[src/rtl/cpu_config.svh]
`ifndef CPU_CONFIG_SVH
`define CPU_CONFIG_SVH

// memory port is word addressed, 512 words
`define MEM_ADDR_BITS 9

`define MULDIV_CYCLES 8 // aluStart to aluDone for mul and div

// first fetch address
`define RESET_PC 32'h0000_0000

`endif

[src/rtl/cpuPkg.sv]
`default_nettype none

package cpuPkg;

	// reference numbering, 11 is a hole and runs as nop
	typedef enum logic [4:0] {
		opLd = 5'd0, opLdi = 5'd1, opSt = 5'd2,
		opAdd = 5'd3, opSub = 5'd4, opShr = 5'd5, opShl = 5'd6,
		opRor = 5'd7, opRol = 5'd8, opAnd = 5'd9, opOr = 5'd10,
		opAddi = 5'd12, opAndi = 5'd13, opOri = 5'd14,
		opMul = 5'd15, opDiv = 5'd16, opNeg = 5'd17, opNot = 5'd18,
		opBr = 5'd19, opJr = 5'd20, opJal = 5'd21,
		opIn = 5'd22, opOut = 5'd23, opMfhi = 5'd24, opMflo = 5'd25,
		opNop = 5'd26, opHalt = 5'd27
	} opcodeT;

	// branch condition sits in the low bits of rb
	typedef enum logic [1:0] {
		condZero, condNonzero, condPositive, condNegative
	} branchCondT;

	typedef struct packed {
		opcodeT opcode;
		logic [3:0] ra;
		logic [3:0] rb;
		logic [3:0] rc;
		logic [14:0] spare; // ignored
	} regFormT;

	typedef struct packed {
		opcodeT opcode;
		logic [3:0] ra;
		logic [3:0] rb;
		logic signed [18:0] constant; // sign extended onto the bus
	} immFormT;

	typedef union packed {
		regFormT regForm;
		immFormT immForm;
	} instructionT;

endpackage

`default_nettype wire

[src/rtl/registerFile.sv]
`timescale 1ns/100ps
`default_nettype none

module registerFile (
	input logic clock,
	input logic reset,
	input cpuPkg::instructionT ir,
	input logic Gra, Grb, Grc, Rin, Rout, BAout, linkIn,
	input logic [31:0] busIn,
	output logic [31:0] rfData
);
	logic [31:0] regs [16];
	logic [3:0] sel;

	// field chosen by the select strobe
	always_comb begin
		sel = '0;
		if (Gra) sel = ir.regForm.ra;
		if (Grb) sel = ir.regForm.rb;
		if (Grc) sel = ir.regForm.rc;
	end

	always_comb begin
		rfData = '0;
		if (Rout)
			rfData = (BAout && sel == 4'd0) ? '0 : regs[sel]; // r0 as base means zero
	end

	always_ff @(posedge clock or posedge reset) begin
		if (reset) begin
			for (int i = 0; i < 16; i++)
				regs[i] <= '0;
		end else begin
			if (Rin)
				regs[sel] <= busIn;
			if (linkIn)
				regs[15] <= busIn; // jal link
		end
	end

endmodule

`default_nettype wire

[config.mk]
export PLATFORM = sky130hd
export DESIGN_NAME = registerFile
export DESIGN_NICKNAME = d
export VERILOG_FILES = /design/src/rtl/cpu_config.svh /design/src/rtl/cpuPkg.sv /design/src/rtl/registerFile.sv
export SDC_FILE = /design/constraint.sdc
export NUM_CORES = 1
export LEC_CHECK = 0
export BUFFER_PORTS_ARGS = -buffer_cell sky130_fd_sc_hd__clkbuf_2
export CAP_MARGIN = 0
export CORE_MARGIN = 2
export CORE_UTILIZATION = 32
export DETAILED_ROUTE_END_ITERATION = 12
export PLACE_DENSITY_LB_ADDON = 0.12
export SETUP_SLACK_MARGIN = 0.05
export SYNTH_ARGS = -nofsm -noshare
export SYNTH_HDL_FRONTEND = slang
export SYNTH_SLANG_ARGS = --single-unit
[constraint.sdc]
create_clock -name clock -period 21.8 [get_ports clock]
set_input_delay 3.27 -clock clock [delete_from_list [all_inputs] [get_ports clock]]
set_output_delay 3.27 -clock clock [all_outputs]
set_load 0.1 [all_outputs]
==> impl_metrics.csv <==
group,metric,value,unit
hold_path,hold_path.class,"reg -> reg",
clock_network,htree_num_levels,2,
layout,largest_reg_flops,512,
layout,layout-drive-gt1-share,40.2,%
job,maxCapViolCount,0,
grt,grt.overflow.total,0,
placed_design,port_buffers,84,
timing,tns,0,ns
floorplanning,dieArea,75800,um^2
clock_network,cts_tree,"built",
timing,maxSlewViolCount,0,
drt,first_pass_iters,5,
logic_synthesis,synth-seq-area-share,54.4,%
timing,period_share,49.2,%
layout,largest_register,"regs",
layout,reg_top3,"regs: 512 flops",
logic_synthesis,ys_types,30,
drt,drt_iter0_drc,961,
placed_design,dp.cells,2730,
drt,ant_nets,0,
power_and_ir_drop,power,0.00305,W
worst_setup_path,worst-r2r-setup-slack,21.01,ns
floorplanning,core.rowCount,99,
power_and_ir_drop,leakagePower,11.4,nW
floorplanning,die_w,275,um
timing,timing.slew.headroom,34.2,%
layout,nets,1903,
worst_setup_path,critical_path.max_fanout,124,
worst_setup_path,cp-start-kind,"input port",
timing,setup_viol,0,
grt,grt_pass1_wl,106,mm
worst_setup_path,worst-setup-path-type,"in -> out",
clock_network,hold_buffers,0,
grt,grt_max_degree,128,
drt,wl_per_cell,24.5,um
status,status,"finished, final reports clean",
layout,final_common_cell,"dfrtp_1",
layout,final_cells,2835,
clock_network,insertion_delay,0.63,ns
grt,grt_pass1_vias,15800,
layout,fillers,7052,
logic_synthesis,ys_warn_count,0,
logic_synthesis,netlist_instances,1809,
drt,num_vias,14900,
worst_setup_path,cp.arrival,7.46,ns
timing,hold_ws,0.487,ns
floorplanning,start_util,32.3,%
drt,wl,69.4,mm
worst_setup_path,end_kind,"output port",
logic_synthesis,synth_area,23600,um^2
clock_network,cts_buffers,57,
timing,fmax,0.0932,GHz
timing,fin_skew,0,ns
layout,seq_area,12800,um^2
floorplanning,die_h,275,um
timing,fin_crit,10.73,ns
logic_synthesis,synth_fp_nets,1882,
grt,antenna_found_initial,5,
layout,layout_common_cells,"512 x dfrtp_1, 490 x mux2_2, 231 x nand2_1",
clock_network,clockBufferDepth,3,
floorplanning,core,73000,um^2
power_and_ir_drop,irDropWorstVdd,0.0594,mV
layout,syn_to_final_growth,13.6,%
timing,rsz0062_at_grt,"no",
drt,viasPerCell,5.27,
grt,track_usage,18.7,%
layout,multiInputGateArea,10200,um^2
power_and_ir_drop,p_per_area,114,nW/um^2
drt,drc,0,
clock_network,cts.clk_slew.worst_paths,0.06,ns
placed_design,hpwl,37.3,mm
floorplanning,io-pin-count,105,
worst_setup_path,critPathRequiredTime,18.53,ns
logic_synthesis,ys_ff_latch,512,
timing,tightest_slew,0.984,ns
clock_network,cts.root.buffer_cell,"clkbuf_16",
logic_synthesis,avgSynthCellArea,13.0,um^2
clock_network,cts_setup_buffers,0,
timing,finalHoldViolCount,0,
clock_network,clkSinkCount,512,
clock_network,cts_resized,0,
placed_design,gp_congestion,0.723,
==> path summary, 6_finish.rpt <==
| path | start | end | depth (start not counted) |
|---|---|---|---|
| worst max register to register | regs[254] | regs[254] | 1 |
| worst max-delay path | Grb | rfData[11] | 11 |
| max in group asynchronous | reset | regs[146] | 4 |
| worst min-delay path | regs[183] | regs[183] | 1 |
| worst min register to register | regs[183] | regs[183] | 1 |
| min in group asynchronous | reset | regs[392] | 2 |
==> synth_stat cells, drive strengths merged <==
cell | n | share of area, %
or2 | 1 | 0.027
a22o | 3 | 0.11
and3b | 1 | 0.037
mux4 | 32 | 3.1
nand2b | 2 | 0.053
dfrtp | 512 | 54
nor2b | 1 | 0.027
nand3 | 66 | 1.4
a221o | 32 | 1.4
buf | 124 | 2.6
a21o | 1 | 0.032
nand2 | 231 | 3.7
a22oi | 1 | 0.053
clkbuf | 34 | 0.54
a21oi | 67 | 1.4
nor2 | 16 | 0.30
o21ai | 1 | 0.037
nor3 | 2 | 0.064
o21a | 2 | 0.064
inv | 4 | 0.064
o2111ai | 32 | 1.2
mux2i | 96 | 4.1
nand3b | 3 | 0.096
a31oi | 33 | 0.88
mux2 | 512 | 24
==> area by class of cell <==
type | count | area share, %
Clock buffer | 99 | 6.74
Multi-Input combinational cell | 1135 | 38.0
Inverter | 4 | 0.0841
Clock inverter | 5 | 0.229
Tap cell | 959 | 4.48
Sequential cell | 512 | 47.8
Antenna cell | 1 | 0.00934
Timing Repair Buffer | 120 | 2.67
==> where the power goes <==
group | total (W) | internal [W] | switching [W] | leakage [nW]
sequential | 0.00141 | 0.00126 | 0.000150 | 6.26
combinational | 0.000673 | 0.000349 | 0.000324 | 4.23
clock | 0.000963 | 0.000567 | 0.000396 | 0.916
total | 0.00305 | 0.00218 | 0.000869 | 11.4
==> metal layers <==
| metal | routed length, um | vias up | share of wire, % | GRT usage (%) |
|---|---|---|---|---|
| li1 | - | 6556 | - | - |
| met1 | 33400 | 8047 | 48 | 26.5 |
| met2 | 32100 | 242 | 46 | 30.2 |
| met3 | 2620 | 95 | 3.8 | 3.00 |
| met4 | 1210 | 8 | 1.7 | 4.04 |
| met5 | 50 | - | 0.072 | 0 |
==> logic make-up after synthesis <==
| logic type | share of synthesized area, % |
|---|---|
| AO/OA/AOI/OAI | 5.14 |
| buffers and inverters | 3.23 |
| flip-flops | 54.4 |
| multiplexers | 31.6 |
| AND/OR/NAND/NOR | 5.68 |
==> per-stage QoR <==
stage | setup slack (ns) | instance area, um^2 | utilization (%)
after CTS | 11.09 | 26800 | 36.7
final | 11.07 | 26800 | 36.7
after global routing | 10.85 | 26800 | 36.7
after detailed placement | 11.09 | 24900 | 34.1
after global placement | 11.09 | 24900 | 34.1
after floorplan | 4.23 | 23600 | -
==> critical path, stage by stage <==
cell	delay, ns
clkbuf_2	0.15
and3b_1	0.25
o21ai_4	0.18
buf_12	0.53
buf_4	0.65
buf_4	0.73
mux2i_1	0.18
mux2i_1	0.26
o2111ai_1	0.13
a31oi_1	0.34
clkbuf_2	0.53
Power figures use the tool's default switching activity.
