--- config.mk ---
export PLATFORM = sky130hd
export DESIGN_NAME = controlUnit
export DESIGN_NICKNAME = d
export VERILOG_FILES = /design/src/rtl/cpu_config.svh /design/src/rtl/cpuPkg.sv /design/src/rtl/controlUnit.sv
export SDC_FILE = /design/constraint.sdc
export NUM_CORES = 1
export LEC_CHECK = 0
export ABC_AREA = 1
export BUFFER_PORTS_ARGS = -buffer_cell sky130_fd_sc_hd__buf_2
export CAP_MARGIN = 20
export CORE_AREA = 2 2 69 71
export CTS_BUF_LIST = sky130_fd_sc_hd__clkbuf_8
export CTS_CLUSTER_DIAMETER = 200
export DETAILED_ROUTE_END_ITERATION = 10
export DIE_AREA = 0 0 71 73
export MAX_ROUTING_LAYER = met4
export PLACE_DENSITY_LB_ADDON = 0.12
export SYNTH_ARGS = -nofsm -noshare
export SYNTH_HDL_FRONTEND = slang
export SYNTH_SLANG_ARGS = --single-unit
--- constraint.sdc ---
create_clock -name clock -period 1.8 [get_ports clock]
set_input_delay 0.27 -clock clock [delete_from_list [all_inputs] [get_ports clock]]
set_output_delay 0.27 -clock clock [all_outputs]
set_load 0.005 [all_outputs]
--- src/rtl/cpu_config.svh ---
`ifndef CPU_CONFIG_SVH
`define CPU_CONFIG_SVH

// memory port is word addressed, 512 words
`define MEM_ADDR_BITS 9

`define MULDIV_CYCLES 8 // aluStart to aluDone for mul and div

// first fetch address
`define RESET_PC 32'h0000_0000

`endif

--- src/rtl/cpuPkg.sv ---
`default_nettype none

package cpuPkg;

	// reference numbering, 11 is a hole and runs as nop
	typedef enum logic [4:0] {
		opLd = 5'd0, opLdi = 5'd1, opSt = 5'd2,
		opAdd = 5'd3, opSub = 5'd4, opShr = 5'd5, opShl = 5'd6,
		opRor = 5'd7, opRol = 5'd8, opAnd = 5'd9, opOr = 5'd10,
		opAddi = 5'd12, opAndi = 5'd13, opOri = 5'd14,
		opMul = 5'd15, opDiv = 5'd16, opNeg = 5'd17, opNot = 5'd18,
		opBr = 5'd19, opJr = 5'd20, opJal = 5'd21,
		opIn = 5'd22, opOut = 5'd23, opMfhi = 5'd24, opMflo = 5'd25,
		opNop = 5'd26, opHalt = 5'd27
	} opcodeT;

	// branch condition sits in the low bits of rb
	typedef enum logic [1:0] {
		condZero, condNonzero, condPositive, condNegative
	} branchCondT;

	typedef struct packed {
		opcodeT opcode;
		logic [3:0] ra;
		logic [3:0] rb;
		logic [3:0] rc;
		logic [14:0] spare; // ignored
	} regFormT;

	typedef struct packed {
		opcodeT opcode;
		logic [3:0] ra;
		logic [3:0] rb;
		logic signed [18:0] constant; // sign extended onto the bus
	} immFormT;

	typedef union packed {
		regFormT regForm;
		immFormT immForm;
	} instructionT;

endpackage

`default_nettype wire

--- src/rtl/controlUnit.sv ---
`timescale 1ns/100ps
`default_nettype none

module controlUnit (
	input logic clock,
	input logic reset,
	input cpuPkg::instructionT ir,
	input logic branchTaken,
	input logic aluDone,
	output cpuPkg::opcodeT aluOp,
	output logic aluStart,
	output logic read, write,
	output logic PCout, MDRout, Immout, InPortout, RZLOout, // bus sources
	output logic RZHIout, RHIout, RLOout, Rout,
	output logic PCin, IRin, MARin, MDRin, RYin, RZin, // register loads
	output logic RHIin, RLOin, OutPortin, conIn, incPC,
	output logic Gra, Grb, Grc, Rin, BAout, linkIn, // register file
	output logic halted,
	output logic [15:0] instrCount
);
	import cpuPkg::*;

	// listed in flow order, a plain step goes to the next entry
	typedef enum logic [5:0] {
		stReset, stFetch0, stFetch1, stFetch2, stDecode,
		stAddr0, stAddr1, stAddrMar, stLdRead, stLdWrite, stStData, stStWrite,
		stAlu0, stAluReg, stAluImm, stResult, stUnary,
		stMd0, stMd1, stMdWait, stMdHi, stMdLo,
		stBr0, stBr1, stBr2, stBr3,
		stJr, stJal0, stJal1, stIn, stOut, stMfhi, stMflo,
		stNop0, stNop1, stNop2, stNop3, stNop4,
		stHalt
	} stateT;

	stateT state, nextState;
	opcodeT opcode;

	assign opcode = ir.regForm.opcode;
	assign halted = (state == stHalt);

	// ALU steps of an operation take the opcode, address and branch sums use add
	assign aluOp = (state inside {stAluReg, stAluImm, stUnary, stMd1, stMdWait}) ? opcode : opAdd;

	always_ff @(posedge clock or posedge reset) begin
		if (reset) begin
			state <= stReset;
			instrCount <= '0;
		end else begin
			state <= nextState;
			if (state == stFetch2)
				instrCount <= instrCount + 16'd1; // one per fetched instruction
		end
	end

	always_comb begin
		nextState = stateT'(state + 6'd1);
		case (state)
			stDecode: begin
				case (opcode)
					opLd, opLdi, opSt: nextState = stAddr0;
					opAdd, opSub, opShr, opShl, opRor, opRol, opAnd, opOr,
					opAddi, opAndi, opOri: nextState = stAlu0;
					opMul, opDiv: nextState = stMd0;
					opNeg, opNot: nextState = stUnary;
					opBr: nextState = stBr0;
					opJr: nextState = stJr;
					opJal: nextState = stJal0;
					opIn: nextState = stIn;
					opOut: nextState = stOut;
					opMfhi: nextState = stMfhi;
					opMflo: nextState = stMflo;
					opHalt: nextState = stHalt;
					default: nextState = stNop0; // nop and the unused code
				endcase
			end
			stAddr1: nextState = (opcode == opLdi) ? stResult : stAddrMar;
			stAddrMar: nextState = (opcode == opLd) ? stLdRead : stStData;
			stAlu0: nextState = (opcode inside {opAddi, opAndi, opOri}) ? stAluImm : stAluReg;
			stAluReg, stUnary: nextState = stResult;
			stMdWait: nextState = aluDone ? stMdHi : stMdWait; // mul/div still running
			stJr, stIn, stOut, stMfhi, stMflo: nextState = stNop1; // pad to nop length
			stJal1: nextState = stNop2;
			stLdWrite, stStWrite, stResult, stMdLo, stBr3, stNop4: nextState = stFetch0;
			stHalt: nextState = stHalt;
			default: ;
		endcase
	end

	// each strobe is high for exactly one state
	always_comb begin
		{read, write, aluStart, incPC} = '0;
		{PCout, MDRout, Immout, InPortout, RZLOout, RZHIout, RHIout, RLOout, Rout} = '0;
		{PCin, IRin, MARin, MDRin, RYin, RZin, RHIin, RLOin, OutPortin, conIn} = '0;
		{Gra, Grb, Grc, Rin, BAout, linkIn} = '0;
		case (state)
			stFetch0: {PCout, MARin, incPC} = '1;
			stFetch1: {read, MDRin} = '1;
			stFetch2: {MDRout, IRin} = '1;
			stAddr0: {Grb, Rout, BAout, RYin} = '1; // base, r0 gives zero
			stAddr1: {Immout, RZin, aluStart} = '1; // base plus offset
			stAddrMar: {RZLOout, MARin} = '1;
			stLdRead: {read, MDRin} = '1;
			stLdWrite: {MDRout, Gra, Rin} = '1;
			stStData: {Gra, Rout, MDRin} = '1; // store data through the MDR
			stStWrite: write = 1'b1;
			stAlu0: {Grb, Rout, RYin} = '1;
			stAluReg: {Grc, Rout, RZin, aluStart} = '1;
			stAluImm: {Immout, RZin, aluStart} = '1;
			stResult: {RZLOout, Gra, Rin} = '1;
			stUnary: {Grb, Rout, RZin, aluStart} = '1; // neg and not skip RY
			stMd0: {Gra, Rout, RYin} = '1;
			stMd1: {Grb, Rout, aluStart} = '1;
			stMdWait: RZin = aluDone;
			stMdHi: {RZHIout, RHIin} = '1;
			stMdLo: {RZLOout, RLOin} = '1;
			stBr0: {Gra, Rout, conIn} = '1; // test ra
			stBr1: {PCout, RYin} = '1;
			stBr2: {Immout, RZin, aluStart} = '1; // target is pc plus offset
			stBr3: {RZLOout, PCin} = {2{branchTaken}};
			stJr: {Gra, Rout, PCin} = '1;
			stJal0: {PCout, linkIn} = '1; // return address to r15
			stJal1: {Gra, Rout, PCin} = '1;
			stIn: {InPortout, Gra, Rin} = '1;
			stOut: {Gra, Rout, OutPortin} = '1;
			stMfhi: {RHIout, Gra, Rin} = '1;
			stMflo: {RLOout, Gra, Rin} = '1;
			default: ; // reset, decode, nop and halt drive nothing
		endcase
	end

endmodule

`default_nettype wire

==> metrics.md <==
| Metric | Value |
|---|---|
| First-pass DRT Iterations | `5` |
| Io pins | `87` |
| GP Congestion | `0.8981` |
| Initial core utilization | `47.09%` |
| Max Cap Violations | `0` |
| CP Launch Type | `flip-flop` |
| Final period util | `115.5%` |
| Post-synthesis register bit count | `22` |
| Sw Pwr | `2.065 mW` |
| CTS sink count | `22` |
| Buf+Inv Stages, Crit Path | `3` |
| Die extent in x | `71 um` |
| Tot GR Track Use | `24.37%` |
| HPWL Detailed | `4.778 mm` |
| DR vias | `2589` |
| H-Tree Depth | `1` |
| Logic pwr share | `74.0%` |
| Net switching fraction of the power | `49.22%` |
| Vias in the first global route | `2167` |
| Pwr/cell area | `1296 nW/um^2` |
| Worst R2R Path Depth | `11` |
| Initial DRC count | `220` |
| Mean cell area of the mapped netlist | `6.319 sq um` |
| Cell mode on critical path | `inv_4` |
| Dpl cell area | `2604 sq um` |
| Per-cell routed wire length | `14.00 um` |
| Vias/cell | `5.284` |
| Initial antenna violation count | `0` |
| Violated checks | `negative setup slack` |
| Root buffer cell | `clkbuf_8` |
| Ranking of synthesized cells by area | `dfrtp_1 26%, nand2_1 14%, nor2_1 9.7%, nand3_1 8.7%, inv_1 6.7%` |
| Setup ws final | `-278.6 ps` |
| N_diodes | `0` |
| Leakage power | `1.751 nW` |
| Area Growth Syn to Fin | `51.55%` |
| Delay of the slowest cell on the worst path | `470 ps` |
| First-pass GRT wire length | `9.894 mm` |
| R2R setup slack | `30 ps` |
| Reg-to-reg endpoint | `state[3]` |
| Ratio of cells with drive above 1 in the final layout | `47.02%` |
| Pint | `2.130 mW` |
| CTS Buf Count | `3` |
| Design area | `3237 sq um` |
| Final worst path period need | `2079 ps` |
| Status | `finished, violations left` |
| Synth top area share | `25.78%` |
| Worst skew pair latency | `250 ps` |
| Commonest non-fill, non-tap cell in the layout | `nand2_1` |
| Final wirelength | `6.861 mm` |
| Highest Clock Rate | `0.4811 GHz` |
| Commonest cells after routing, fill and taps aside | `69 x nand2_1, 59 x buf_2, 41 x nor2_1, 32 x buf_4, 28 x inv_1` |
| Gr ovfl total | `0` |
| End-of-flow core utilization | `71.37%` |
| Final net count | `483` |
| Die Ht | `73 um` |
| Yosys top cell by area | `dfrtp_1` |
| Tightest Pin Transition | `348.7 ps` |
| RSZ-0062 raised after global routing | `yes` |
| Crit path cell chain | `inv_4 -> ha_4 -> inv_4 -> nor3_1 -> nor2_1 -> nand3_2 -> nand3b_1 -> buf_2` |
| Sequential area share after synthesis | `25.78%` |
| Netlist Area Pre-Place | `2136 sq um` |
| WS Path Type | `reg2out` |
| Clock buffer depth | `2` |
| Clk_skew | `1.227 ps` |
| WP data required | `1530 ps` |
| Synth cell types | `30` |
| Reg clk slew, reported paths | `70 ps` |
| CP max FO | `4` |
| Fillers | `363` |
| Kind of end point of the critical path | `output port` |
| Clock share of power | `6.9%` |
| DRC Markers | `0` |
| CTS tree | `built` |
| Final hold viol count | `0` |
| # setup viols final | `25` |
| Peak supply drop | `0.5100 mV` |
| Setup TNS | `-3124 ps` |
| Port buffer count | `59` |
| Yosys warning count | `0` |
| WP data arrival | `1810 ps` |
| Post-route ant nets | `0` |
| Cells after Synth | `338` |
| Final Non-Filler Cells | `490` |
| HP Class | `in2async` |
| Rel. slew slack | `76.58%` |
| Register share of total power | `19.1%` |
| DIE AREA | `5183 sq um` |
| Final Max Tran Viols | `0` |
| Area of the core | `4536 sq um` |
| Top delay family on crit path | `simple AND/OR/NAND/NOR gates` |
| DP Cell Count | `464` |
| Reg-to-Reg Start | `state[0]` |
| FP Rows | `25` |
| Syn nets | `383` |
| Largest net degree at the start of global routing | `23` |
| Worst path slowest cell | `dfrtp_2` |
-- layer usage --
layer,up-vias,wire [um],share of wire (%),GRT usage (%)
met5,-,0,0,-
met4,0,85,1.2,2.306
met3,20,372,5.4,3.315
met2,104,3367,49,38.73
met1,1194,3035,44,34.56
li1,1271,-,-,-
-- sequential cells by signal (all words and copies together) (netlist names) --
| name | flops |
|---|---|
| state | 6 |
| instrCount | 16 |
-- power by group through the flow --
stage	sequential [mW]	clock [mW]	combinational [mW]
after detailed placement	0.725	0	1.98
final	0.801	0.291	3.10
after CTS	0.758	0.305	2.40
after global routing	0.820	0.325	3.33
after global placement	0.719	0	1.95
after floorplan	0.701	0	1.27
-- tightest hold or removal path, cell delays in order --
cell and delay (ps):
buf_2 90, inv_1 40, buf_4 270
-- worst max-delay path by stage --
stage          startpoint  depth (start not counted)  slack [ps]        to
5_1_grt          state[0]                          9        -340  aluOp[3]
3_3_place_gp     state[0]                          9         -20       Gra
6_report         state[0]                          8        -280      Rout
2_1_floorplan    state[0]                          9          80       Gra
4_1_cts          state[0]                          9        -210       Gra
3_5_place_dp     state[0]                          9         -50  aluOp[2]
-- repair_timing --
action                                  CTS  global route
buffers inserted                          9            15
resized for setup                        59            55
endpoints found under the setup margin   30            37
cloned                                    0             1
pin swaps                                15            21
hold buffers                              0             0
-- final cells by class --
class                   instances  area, sq um  area share, %
repair buffers                103        688.2          21.26
clock buffers                   3        41.29          1.276
flip-flops and latches         22        558.0          17.24
well taps                      54        67.56          2.087
inverters                      44        182.7          5.644
multi-input cells             264         1699          52.49
-- synth_stat cells --
master / n
xor2_1: 12
inv_2: 5
nor2_1: 55
ha_1: 9
nand2_2: 5
nor3b_1: 1
nand3_1: 37
a21oi_1: 11
xnor2_1: 3
a21oi_2: 1
clkinv_1: 1
nand4_1: 6
nor2_2: 7
nand3_2: 1
or2_1: 1
buf_4: 1
inv_1: 38
nand3_4: 1
o21ba_2: 1
buf_6: 2
nor2_4: 5
or2_2: 2
clkbuf_1: 2
o21ai_0: 10
buf_2: 3
nand3b_1: 2
dfrtp_1: 22
o22ai_1: 1
nand2_1: 81
nor3_1: 12
-- per-stage QoR --
step	hold WS, ps	total power, mW	setup slack [ps]
3_3_place_gp	314.0	2.668	-17.42
3_5_place_dp	316.7	2.706	-51.09
6_report	29.34	4.195	-278.6
5_1_grt	68.24	4.470	-337.6
4_1_cts	31.67	3.464	-209.4
2_1_floorplan	259.2	1.969	84.50
-- kinds of logic after synthesis --
kind of cell               Yosys count  share of synthesized area [%]
xor gates and xnor gates            15                          6.151
buffers and inverters               52                          10.19
AOI/OAI and AO/OA                   24                          6.093
DFF                                 22                          25.78
and+or+nand+nor                    216                          46.51
adders and majority gates            9                          5.273
Power figures use the tool's default switching activity.
