## src/rtl/cpu_config.svh

```systemverilog
`ifndef CPU_CONFIG_SVH
`define CPU_CONFIG_SVH

// memory port is word addressed, 512 words
`define MEM_ADDR_BITS 9

`define MULDIV_CYCLES 8 // aluStart to aluDone for mul and div

// first fetch address
`define RESET_PC 32'h0000_0000

`endif

```

## src/rtl/cpuPkg.sv

```systemverilog
`default_nettype none

package cpuPkg;

	// reference numbering, 11 is a hole and runs as nop
	typedef enum logic [4:0] {
		opLd = 5'd0, opLdi = 5'd1, opSt = 5'd2,
		opAdd = 5'd3, opSub = 5'd4, opShr = 5'd5, opShl = 5'd6,
		opRor = 5'd7, opRol = 5'd8, opAnd = 5'd9, opOr = 5'd10,
		opAddi = 5'd12, opAndi = 5'd13, opOri = 5'd14,
		opMul = 5'd15, opDiv = 5'd16, opNeg = 5'd17, opNot = 5'd18,
		opBr = 5'd19, opJr = 5'd20, opJal = 5'd21,
		opIn = 5'd22, opOut = 5'd23, opMfhi = 5'd24, opMflo = 5'd25,
		opNop = 5'd26, opHalt = 5'd27
	} opcodeT;

	// branch condition sits in the low bits of rb
	typedef enum logic [1:0] {
		condZero, condNonzero, condPositive, condNegative
	} branchCondT;

	typedef struct packed {
		opcodeT opcode;
		logic [3:0] ra;
		logic [3:0] rb;
		logic [3:0] rc;
		logic [14:0] spare; // ignored
	} regFormT;

	typedef struct packed {
		opcodeT opcode;
		logic [3:0] ra;
		logic [3:0] rb;
		logic signed [18:0] constant; // sign extended onto the bus
	} immFormT;

	typedef union packed {
		regFormT regForm;
		immFormT immForm;
	} instructionT;

endpackage

`default_nettype wire

```

## src/rtl/dataPath.sv

```systemverilog
`timescale 1ns/100ps
`default_nettype none
`include "cpu_config.svh"

module dataPath (
	input logic clock,
	input logic reset,
	input logic PCout, MDRout, Immout, InPortout, RZLOout,
	input logic RZHIout, RHIout, RLOout, Rout,
	input logic PCin, IRin, MARin, MDRin, RYin, RZin,
	input logic RHIin, RLOin, OutPortin, conIn, incPC,
	input logic [31:0] rfData,
	input logic [31:0] aluLo, aluHi,
	output logic [31:0] busOut,
	output logic [31:0] ryOut,
	output cpuPkg::instructionT ir,
	output logic branchTaken,
	output logic [`MEM_ADDR_BITS-1:0] memAddress, // this is the MAR
	output logic [31:0] memWriteData,
	input logic [31:0] memReadData,
	input logic read,
	input logic [31:0] inPort,
	output logic [31:0] outPort,
	output logic outStrobe
);
	import cpuPkg::*;

	logic [31:0] pc, mdr, rzLo, rzHi, hi, lo;
	logic [31:0] immExt;
	logic condMet;

	assign immExt = {{13{ir.immForm.constant[18]}}, ir.immForm.constant};
	assign memWriteData = mdr;

	// one source at a time, idle bus reads zero
	always_comb begin
		busOut = '0;
		if (PCout) busOut = pc;
		if (MDRout) busOut = mdr;
		if (Immout) busOut = immExt;
		if (InPortout) busOut = inPort;
		if (RZLOout) busOut = rzLo;
		if (RZHIout) busOut = rzHi;
		if (RHIout) busOut = hi;
		if (RLOout) busOut = lo;
		if (Rout) busOut = rfData;
	end

	always_comb begin
		condMet = 1'b0;
		case (branchCondT'(ir.immForm.rb[1:0]))
			condZero: condMet = (busOut == '0);
			condNonzero: condMet = (busOut != '0);
			condPositive: condMet = !busOut[31] && (busOut != '0); // strictly above zero
			condNegative: condMet = busOut[31];
		endcase
	end

	always_ff @(posedge clock or posedge reset) begin
		if (reset) begin
			pc <= `RESET_PC;
			branchTaken <= 1'b0;
			outPort <= '0;
			outStrobe <= 1'b0;
		end else begin
			if (PCin)
				pc <= busOut;
			else if (incPC)
				pc <= pc + 32'd1;
			if (conIn)
				branchTaken <= condMet;
			if (OutPortin)
				outPort <= busOut;
			outStrobe <= OutPortin; // lines up with the new outPort value
		end
	end

	always_ff @(posedge clock) begin
		if (IRin) ir <= busOut;
		if (MARin) memAddress <= busOut[`MEM_ADDR_BITS-1:0];
		if (MDRin) mdr <= read ? memReadData : busOut; // memory on reads, bus on stores
		if (RYin) ryOut <= busOut;
		if (RZin) begin
			rzLo <= aluLo;
			rzHi <= aluHi;
		end
		if (RHIin) hi <= busOut;
		if (RLOin) lo <= busOut;
	end

endmodule

`default_nettype wire

```

## config.mk

```make
export PLATFORM = sky130hd
export DESIGN_NAME = dataPath
export DESIGN_NICKNAME = d
export VERILOG_FILES = /design/src/rtl/cpuPkg.sv /design/src/rtl/dataPath.sv
export VERILOG_INCLUDE_DIRS = /design/src /design/src/rtl
export SDC_FILE = /design/constraint.sdc
export NUM_CORES = 1
export LEC_CHECK = 0
export BUFFER_PORTS_ARGS = -buffer_cell sky130_fd_sc_hd__buf_2
export CAP_MARGIN = 10
export CORE_UTILIZATION = 32
export CTS_BUF_LIST = sky130_fd_sc_hd__clkbuf_8
export CTS_CLUSTER_SIZE = 12
export DETAILED_ROUTE_END_ITERATION = 7
export GPL_TIMING_DRIVEN = 0
export PLACE_DENSITY = 0.64
export SLEW_MARGIN = 0
export SYNTH_ARGS = -nofsm -noshare
export SYNTH_HDL_FRONTEND = slang
export SYNTH_SLANG_ARGS = --single-unit
```

## constraint.sdc

```tcl
create_clock -name clock -period 2.6 [get_ports clock]
set_input_delay 0.13 -clock clock [delete_from_list [all_inputs] [get_ports clock]]
set_output_delay 0.13 -clock clock [all_outputs]
set_load 0.1 [all_outputs]
```

==> results.cfg, run 1 <==
[status]
outcome = finished with violations
failed_checks = setup timing

[worst_setup_path]
critPathArrivalTime_ns = 3.28
critPathKind = reg -> reg
max_stage_delay_ns = 0.67
cp_top_family = compound AO/OA/AOI/OAI gates
worst_setup_path_end_kind = flip-flop
path_buf_inv = 1
cpMostUsedCell = a21oi_1
slowest_stage = a2111oi_2
required_ns = 3.12
start_kind = flip-flop
crit_chain = a21oi_1 > a221oi_2 > a2111oi_2 > o21ai_4 > buf_4 > nor3_1 > nand4_1 > nor3_2 > a21oi_1 > a311o_1
cp_max_fo = 3

[route]
wl_per_cell_um = 24.0
finalWirelength_um = 49800
ant_nets = 0
drc_errors = 0
viasPerCell = 5.15
drt_iter0_drc = 826
vias = 10700
drt_pass1_iterations = 5

[yosys]
synth-xor-area-share_pct = 2.15
ys_top_cells_by_area = edfxtp_1, dfrtp_1, mux2_2
synthArstFlopShare_pct = 22.1
yosysUniqueCellTypes = 56
synth_seq_area_share_pct = 68.5
synth_edf_count = 233
ys.flop_type = edfxtp_1
yosysTopAreaCellShare_pct = 55.4
synth_seq_cells = 299
synth_most_common_cell = edfxtp_1
avgSynthCellArea_um2 = 13.4
syn_nets = 1124
synthTopCellsByCount = edfxtp_1, o21ai_0, nand2_1
syn_inst = 940
synth_compound_area_share_pct = 13.3
yosys.area_share.simple_pct = 8.03
synth_top_family_by_area = compound AO/OA/AOI/OAI gates
muxShareOfSynthArea_pct = 4.80
yosys_warnings = 0
synthAdderAreaFrac_pct = 0.0991
synthesis.area_mm2 = 0.0126
synth_top_cell_by_area = edfxtp_1

[grt]
grt_max_degree = 46
grt_antenna_before_repair = 12
grt-ovfl-total = 0
grt.total_usage_pct = 24.4
grt_pass1_wl_um = 71600
first_global_vias = 10800

[placed_design]
dp_slack_ns = -1.05
io_buffers = 346
place_area_mm2 = 0.0154
hpwl_um = 33500
routabilityCongestion = 0.888
place_inst = 1806

[cts]
path_clk_slew_ns = 0.06
clock_sinks = 299
cts_tree = built
clockBufferDepth = 3
cts_htree_levels = 2
clock_latency_ns = 0.66
cts_buffers = 52
cts-root-buf = clkbuf_8

[timing]
hold_viol = 0
post-route-period-util_pct = 106
setup_slack_ns = -0.157
fin_skew_ns = 0.0298
slew_viol_final = 0
clock.fmax_ghz = 0.363
relSlewSlack_pct = 24.3
setup_viol = 12
rsz0062_at_grt = true
min_period_ns = 2.76
worst_pin_slew_ns = 1.14

[die]
die_h_um = 201
coreArea_mm2 = 0.0387
start_util_pct = 32.6
dieWidth_um = 201
die_area_mm2 = 0.0403
placementRows = 72
io_pins = 354

[power_and_ir_drop]
pwr_density_cell_mw_per_mm2 = 754
p_leak_nw = 7.34
total_power_mw = 13.9
irDropWorstVdd_mv = 0.385

[final_layout]
finish.net_count = 1698
stdcell_area_mm2 = 0.0185
post_layout_nonfiller_instances = 2077
area_growth_pct = 46.2
fin_util_pct = 47.7
drive_gt1_share_pct = 39.8

[run]
cap_violations = 0

[worst_hold_path]
holdCritPathClass = in -> async
tightest hold or removal path: cells and delay by family:
family | cells | cell delay [ns]
buf+inv | 3 | 0.96
flip-flops by register name (all words and copies together) (netlist names):
register / count
outStrobe: 1
rzHi: 32
memWriteData: 32
pc: 32
outPort: 32
hi: 32
memAddress: 9
lo: 32
rzLo: 32
ryOut: 32
ir: 32
branchTaken: 1
through the flow:
stage / setup TNS, ns / hold slack [ns]
2_1_floorplan: -8.24 / 0.161
3_3_place_gp: -52.36 / 0.272
3_5_place_dp: -24.44 / 0.165
4_1_cts: -1.28 / 0.00349
5_1_grt: -1.75 / 0.0197
6_report: -0.674 / 0.0356
report_power, final:
group | total (mW) | leakage, nW | switching (mW) | internal [mW]
Clock | 4.04 | 0.525 | 2.03 | 2.00
Sequential | 5.93 | 3.07 | 0.241 | 5.69
Combinational | 3.95 | 3.75 | 3.00 | 0.946
cells in the final DEF, fill, tap and decap left out, types with 9 or more instances in the layout:
| cell type | synthesis | final |
|---|---|---|
| a211oi_1 | 12 | 11 |
| a21oi_1 | 66 | 60 |
| a221oi_1 | 18 | 12 |
| a22oi_1 | 19 | 18 |
| a32o_1 | 10 | 10 |
| buf_12 | 0 | 11 |
| buf_2 | 8 | 326 |
| buf_4 | 0 | 61 |
| buf_6 | 1 | 10 |
| clkbuf_1 | 49 | 38 |
| clkbuf_8 | 0 | 53 |
| clkinv_1 | 0 | 14 |
| clkinv_2 | 0 | 9 |
| dfrtp_1 | 66 | 66 |
| dlygate4sd3_1 | 0 | 124 |
| edfxtp_1 | 233 | 233 |
| inv_1 | 38 | 40 |
| mux2_2 | 52 | 42 |
| mux2_4 | 0 | 10 |
| nand2_1 | 67 | 65 |
| nand3_1 | 14 | 13 |
| nand3b_1 | 15 | 15 |
| nor2_1 | 24 | 21 |
| nor2b_1 | 17 | 17 |
| nor3b_1 | 12 | 12 |
| o21ai_0 | 79 | 54 |
| o21ai_1 | 2 | 9 |
| o21ai_4 | 0 | 15 |
| o221ai_2 | 0 | 9 |
| o22ai_1 | 11 | 11 |
| xnor2_1 | 13 | 13 |
| xor2_1 | 18 | 18 |
metal layers:
metal	track usage [%]	share of wire [%]
met2	40.5	48
met1	31.5	41
met3	5.21	7.6
met5	0	0.11
met4	8.37	2.9
path summary, 6_finish.rpt:
kind                                      start     endpoint  slack [ns]  cells after the start
worst min-delay path                      reset   outPort[1]        0.04                      3
min in group clock                    rfData[9]     ryOut[9]        0.04                      4
worst min register to register      outPort[11]  outPort[11]        0.50                      1
max in group asynchronous                 reset  outPort[14]        1.98                      4
worst max register to register  memWriteData[9]  branchTaken       -0.16                     10
worst max-delay path            memWriteData[9]  branchTaken       -0.16                     10
cell type report:
| cell class | count | area [um^2] |
|---|---|---|
| fill | 3502 | 20300 |
| sequential | 299 | 8650 |
| multi-input combinational | 540 | 4160 |
| timing repair buffer | 523 | 3630 |
| clock buffer | 53 | 729 |
| tap | 518 | 648 |
| buffer | 60 | 256 |
| clock inverter | 39 | 203 |
| inverter | 38 | 163 |
| antenna | 7 | 17.5 |
cell families (layout without fill, tap and decap cells):
family,count (synthesis),after routing
buffers and inverters,101,713
other,0,7
adders and majority gates,1,1
muxes,54,54
and+or+nand+nor,194,194
xor gates and xnor gates,31,31
DFF,299,299
AOI/OAI and AO/OA,260,260
timing repair:
| item | CTS | global route |
|---|---|---|
| hold buffers | 123 | 1 |
| resized for setup | 110 | 42 |
| hold endpoints to repair | 277 | 1 |
| pin swaps | 15 | 16 |
| cloned | 1 | 0 |
| buffers inserted | 19 | 32 |
| setup endpoints to repair | 34 | 35 |
(Power assumes the default switching activity.)
==> run 2, diff against run 1 <==
CORE_MARGIN = 8   (was default)
==> run 2 against run 1 <==
Compared with the run above: the run still ends with setup timing left; clock-buffer cell count up 7; first-iteration DRC count down 0.85%; critical endpoint unchanged; clock skew up 0.0047 ns; setup slack better by 0.042 ns; wire length up 6.7%; clock power up 20%; combinational power about the same.
==> results.cfg, run 2 (same netlist as run 1, synthesis figures left out) <==
[final_layout]
drive_gt1_share_pct = 39.4
fillers = 3420
finish.net_count = 1688
area_growth_pct = 47.2
final_common_cell = buf_2
fin_util_pct = 47.9
stdcell_area_mm2 = 0.0186
mostFrequentLayoutCells = buf_2, edfxtp_1, dlygate4sd3_1, dfrtp_1, nand2_1

[timing]
min_period_ns = 2.71
setup_slack_ns = -0.115
worst_pin_slew_ns = 1.16
clock.fmax_ghz = 0.368
setup_viol = 6
fin_skew_ns = 0.0345
relSlewSlack_pct = 22.8
slew_viol_final = 0
hold_viol = 0
timing.setup.tns_ns = -0.259
rsz0062_at_grt = true
post-route-period-util_pct = 104

[die]
io_pins = 354
die_h_um = 215
placementRows = 72
dieWidth_um = 215
coreArea_mm2 = 0.0388
die_area_mm2 = 0.0461
start_util_pct = 32.5

[worst_setup_path]
required_ns = 3.08
timing.rr.start = ir[18]
max_stage_delay_ns = 0.52
start_kind = flip-flop
worst_setup_path_end_kind = flip-flop
regToRegSetupSlack_ns = -0.11
cp_max_fo = 10
slowest_stage = a2111o_1
rr_worst_depth = 9
critPathKind = reg -> reg
critPathArrivalTime_ns = 3.19
crit_chain = a2111o_1 > clkbuf_8 > o221ai_2 > a21oi_4 > nor4_4 > nand4_1 > nor3_2 > a21oi_1 > a311o_1
regToRegEndpoint = branchTaken

[status]
failed_checks = setup timing
outcome = finished with violations

[route]
drt_iter0_drc = 819
finalWirelength_um = 53200
ant_nets = 0
drc_errors = 0
vias = 10700
wl_per_cell_um = 25.6
viasPerCell = 5.15
drt_pass1_iterations = 5

[grt]
grt_pass1_wl_um = 75500
grt_antenna_before_repair = 14
grt-ovfl-total = 0
first_global_vias = 11100
grt_max_degree = 60
grt.total_usage_pct = 22.2

[cts]
path_clk_slew_ns = 0.06
clock_sinks = 299
cts_tree = built
clock_latency_ns = 0.63
cts_htree_levels = 2
cts-root-buf = clkbuf_8
cts_buffers = 52
clockBufferDepth = 3

[worst_hold_path]
worstHoldStart = rfData[17]
hold-path-cell-count = 3
holdCritPathClass = in -> reg
min_to = hi[17]

[placed_design]
routabilityCongestion = 0.849
dp_slack_ns = -1.08
hpwl_um = 36200
place_area_mm2 = 0.0154
io_buffers = 346

[power_and_ir_drop]
pwr_density_cell_mw_per_mm2 = 792
irDropWorstVdd_mv = 0.599
p_leak_nw = 7.42
total_power_mw = 14.7

[run]
cap_violations = 0
## run 2: worst max path at each step
stage                  end  slack (ns)             from  depth (start not counted)
3_5_place_dp   branchTaken       -1.08          RZHIout                         12
2_1_floorplan  branchTaken       -0.43           ir[18]                          9
5_1_grt        branchTaken       -0.21           ir[18]                          9
6_report       branchTaken       -0.11           ir[18]                          9
3_3_place_gp   branchTaken       -1.09          RZHIout                         12
4_1_cts        branchTaken       -0.13  memWriteData[8]                          8
## run 2: repair_timing
action                                  4_1_cts  5_1_grt
endpoints found under the setup margin       32       32
endpoints found under the hold margin       256        3
gates resized for setup                     104       32
hold buffers                                120        1
pin swaps                                    16       17
setup buffers                                19       22
## run 2: area by class of cell
class | count | area, um^2 | share of cell area (%)
sequential | 299 | 8650 | 46.5
multi-input combinational | 540 | 4140 | 22.3
timing repair buffer | 511 | 3530 | 19.0
clock buffer | 60 | 826 | 4.44
tap | 518 | 648 | 3.49
clock inverter | 35 | 323 | 1.74
buffer | 62 | 275 | 1.48
inverter | 38 | 163 | 0.875
antenna | 12 | 30.0 | 0.162
## run 2: per-layer routing
layer  share of wire, %  wire (um)  vias up  GRT usage, %
met3                7.7       4080      106          6.18
met5              0.060         32        -             0
met2                 48      25500      505          36.3
met1                 41      21700     5319          26.9
met4                3.6       1890        4          10.3
li1                   -          -     4752             -
## run 2: power by group
part	internal, mW	switching (mW)	leakage [nW]
sequential	5.69	0.242	3.07
combinational	0.922	3.02	3.71
clock	2.79	2.04	0.641
total	9.41	5.31	7.42
## run 2: metrics by stage
| step | hold slack [ns] | std cells |
|---|---|---|
| after global placement | 0.308 | 1804 |
| after global routing | 0.0564 | 2073 |
| after detailed placement | 0.0468 | 1807 |
| after CTS | 0.000524 | 2041 |
| final | 0.0584 | 2075 |
| after floorplan | 0.161 | 940 |
## run 2: worst max-delay path: cells and delay by family (launching register included)
family	cells	cell delay [ns]
compound gates	5	1.25
buf+inv	1	0.24
flops	1	0.41
simple gates	3	0.66
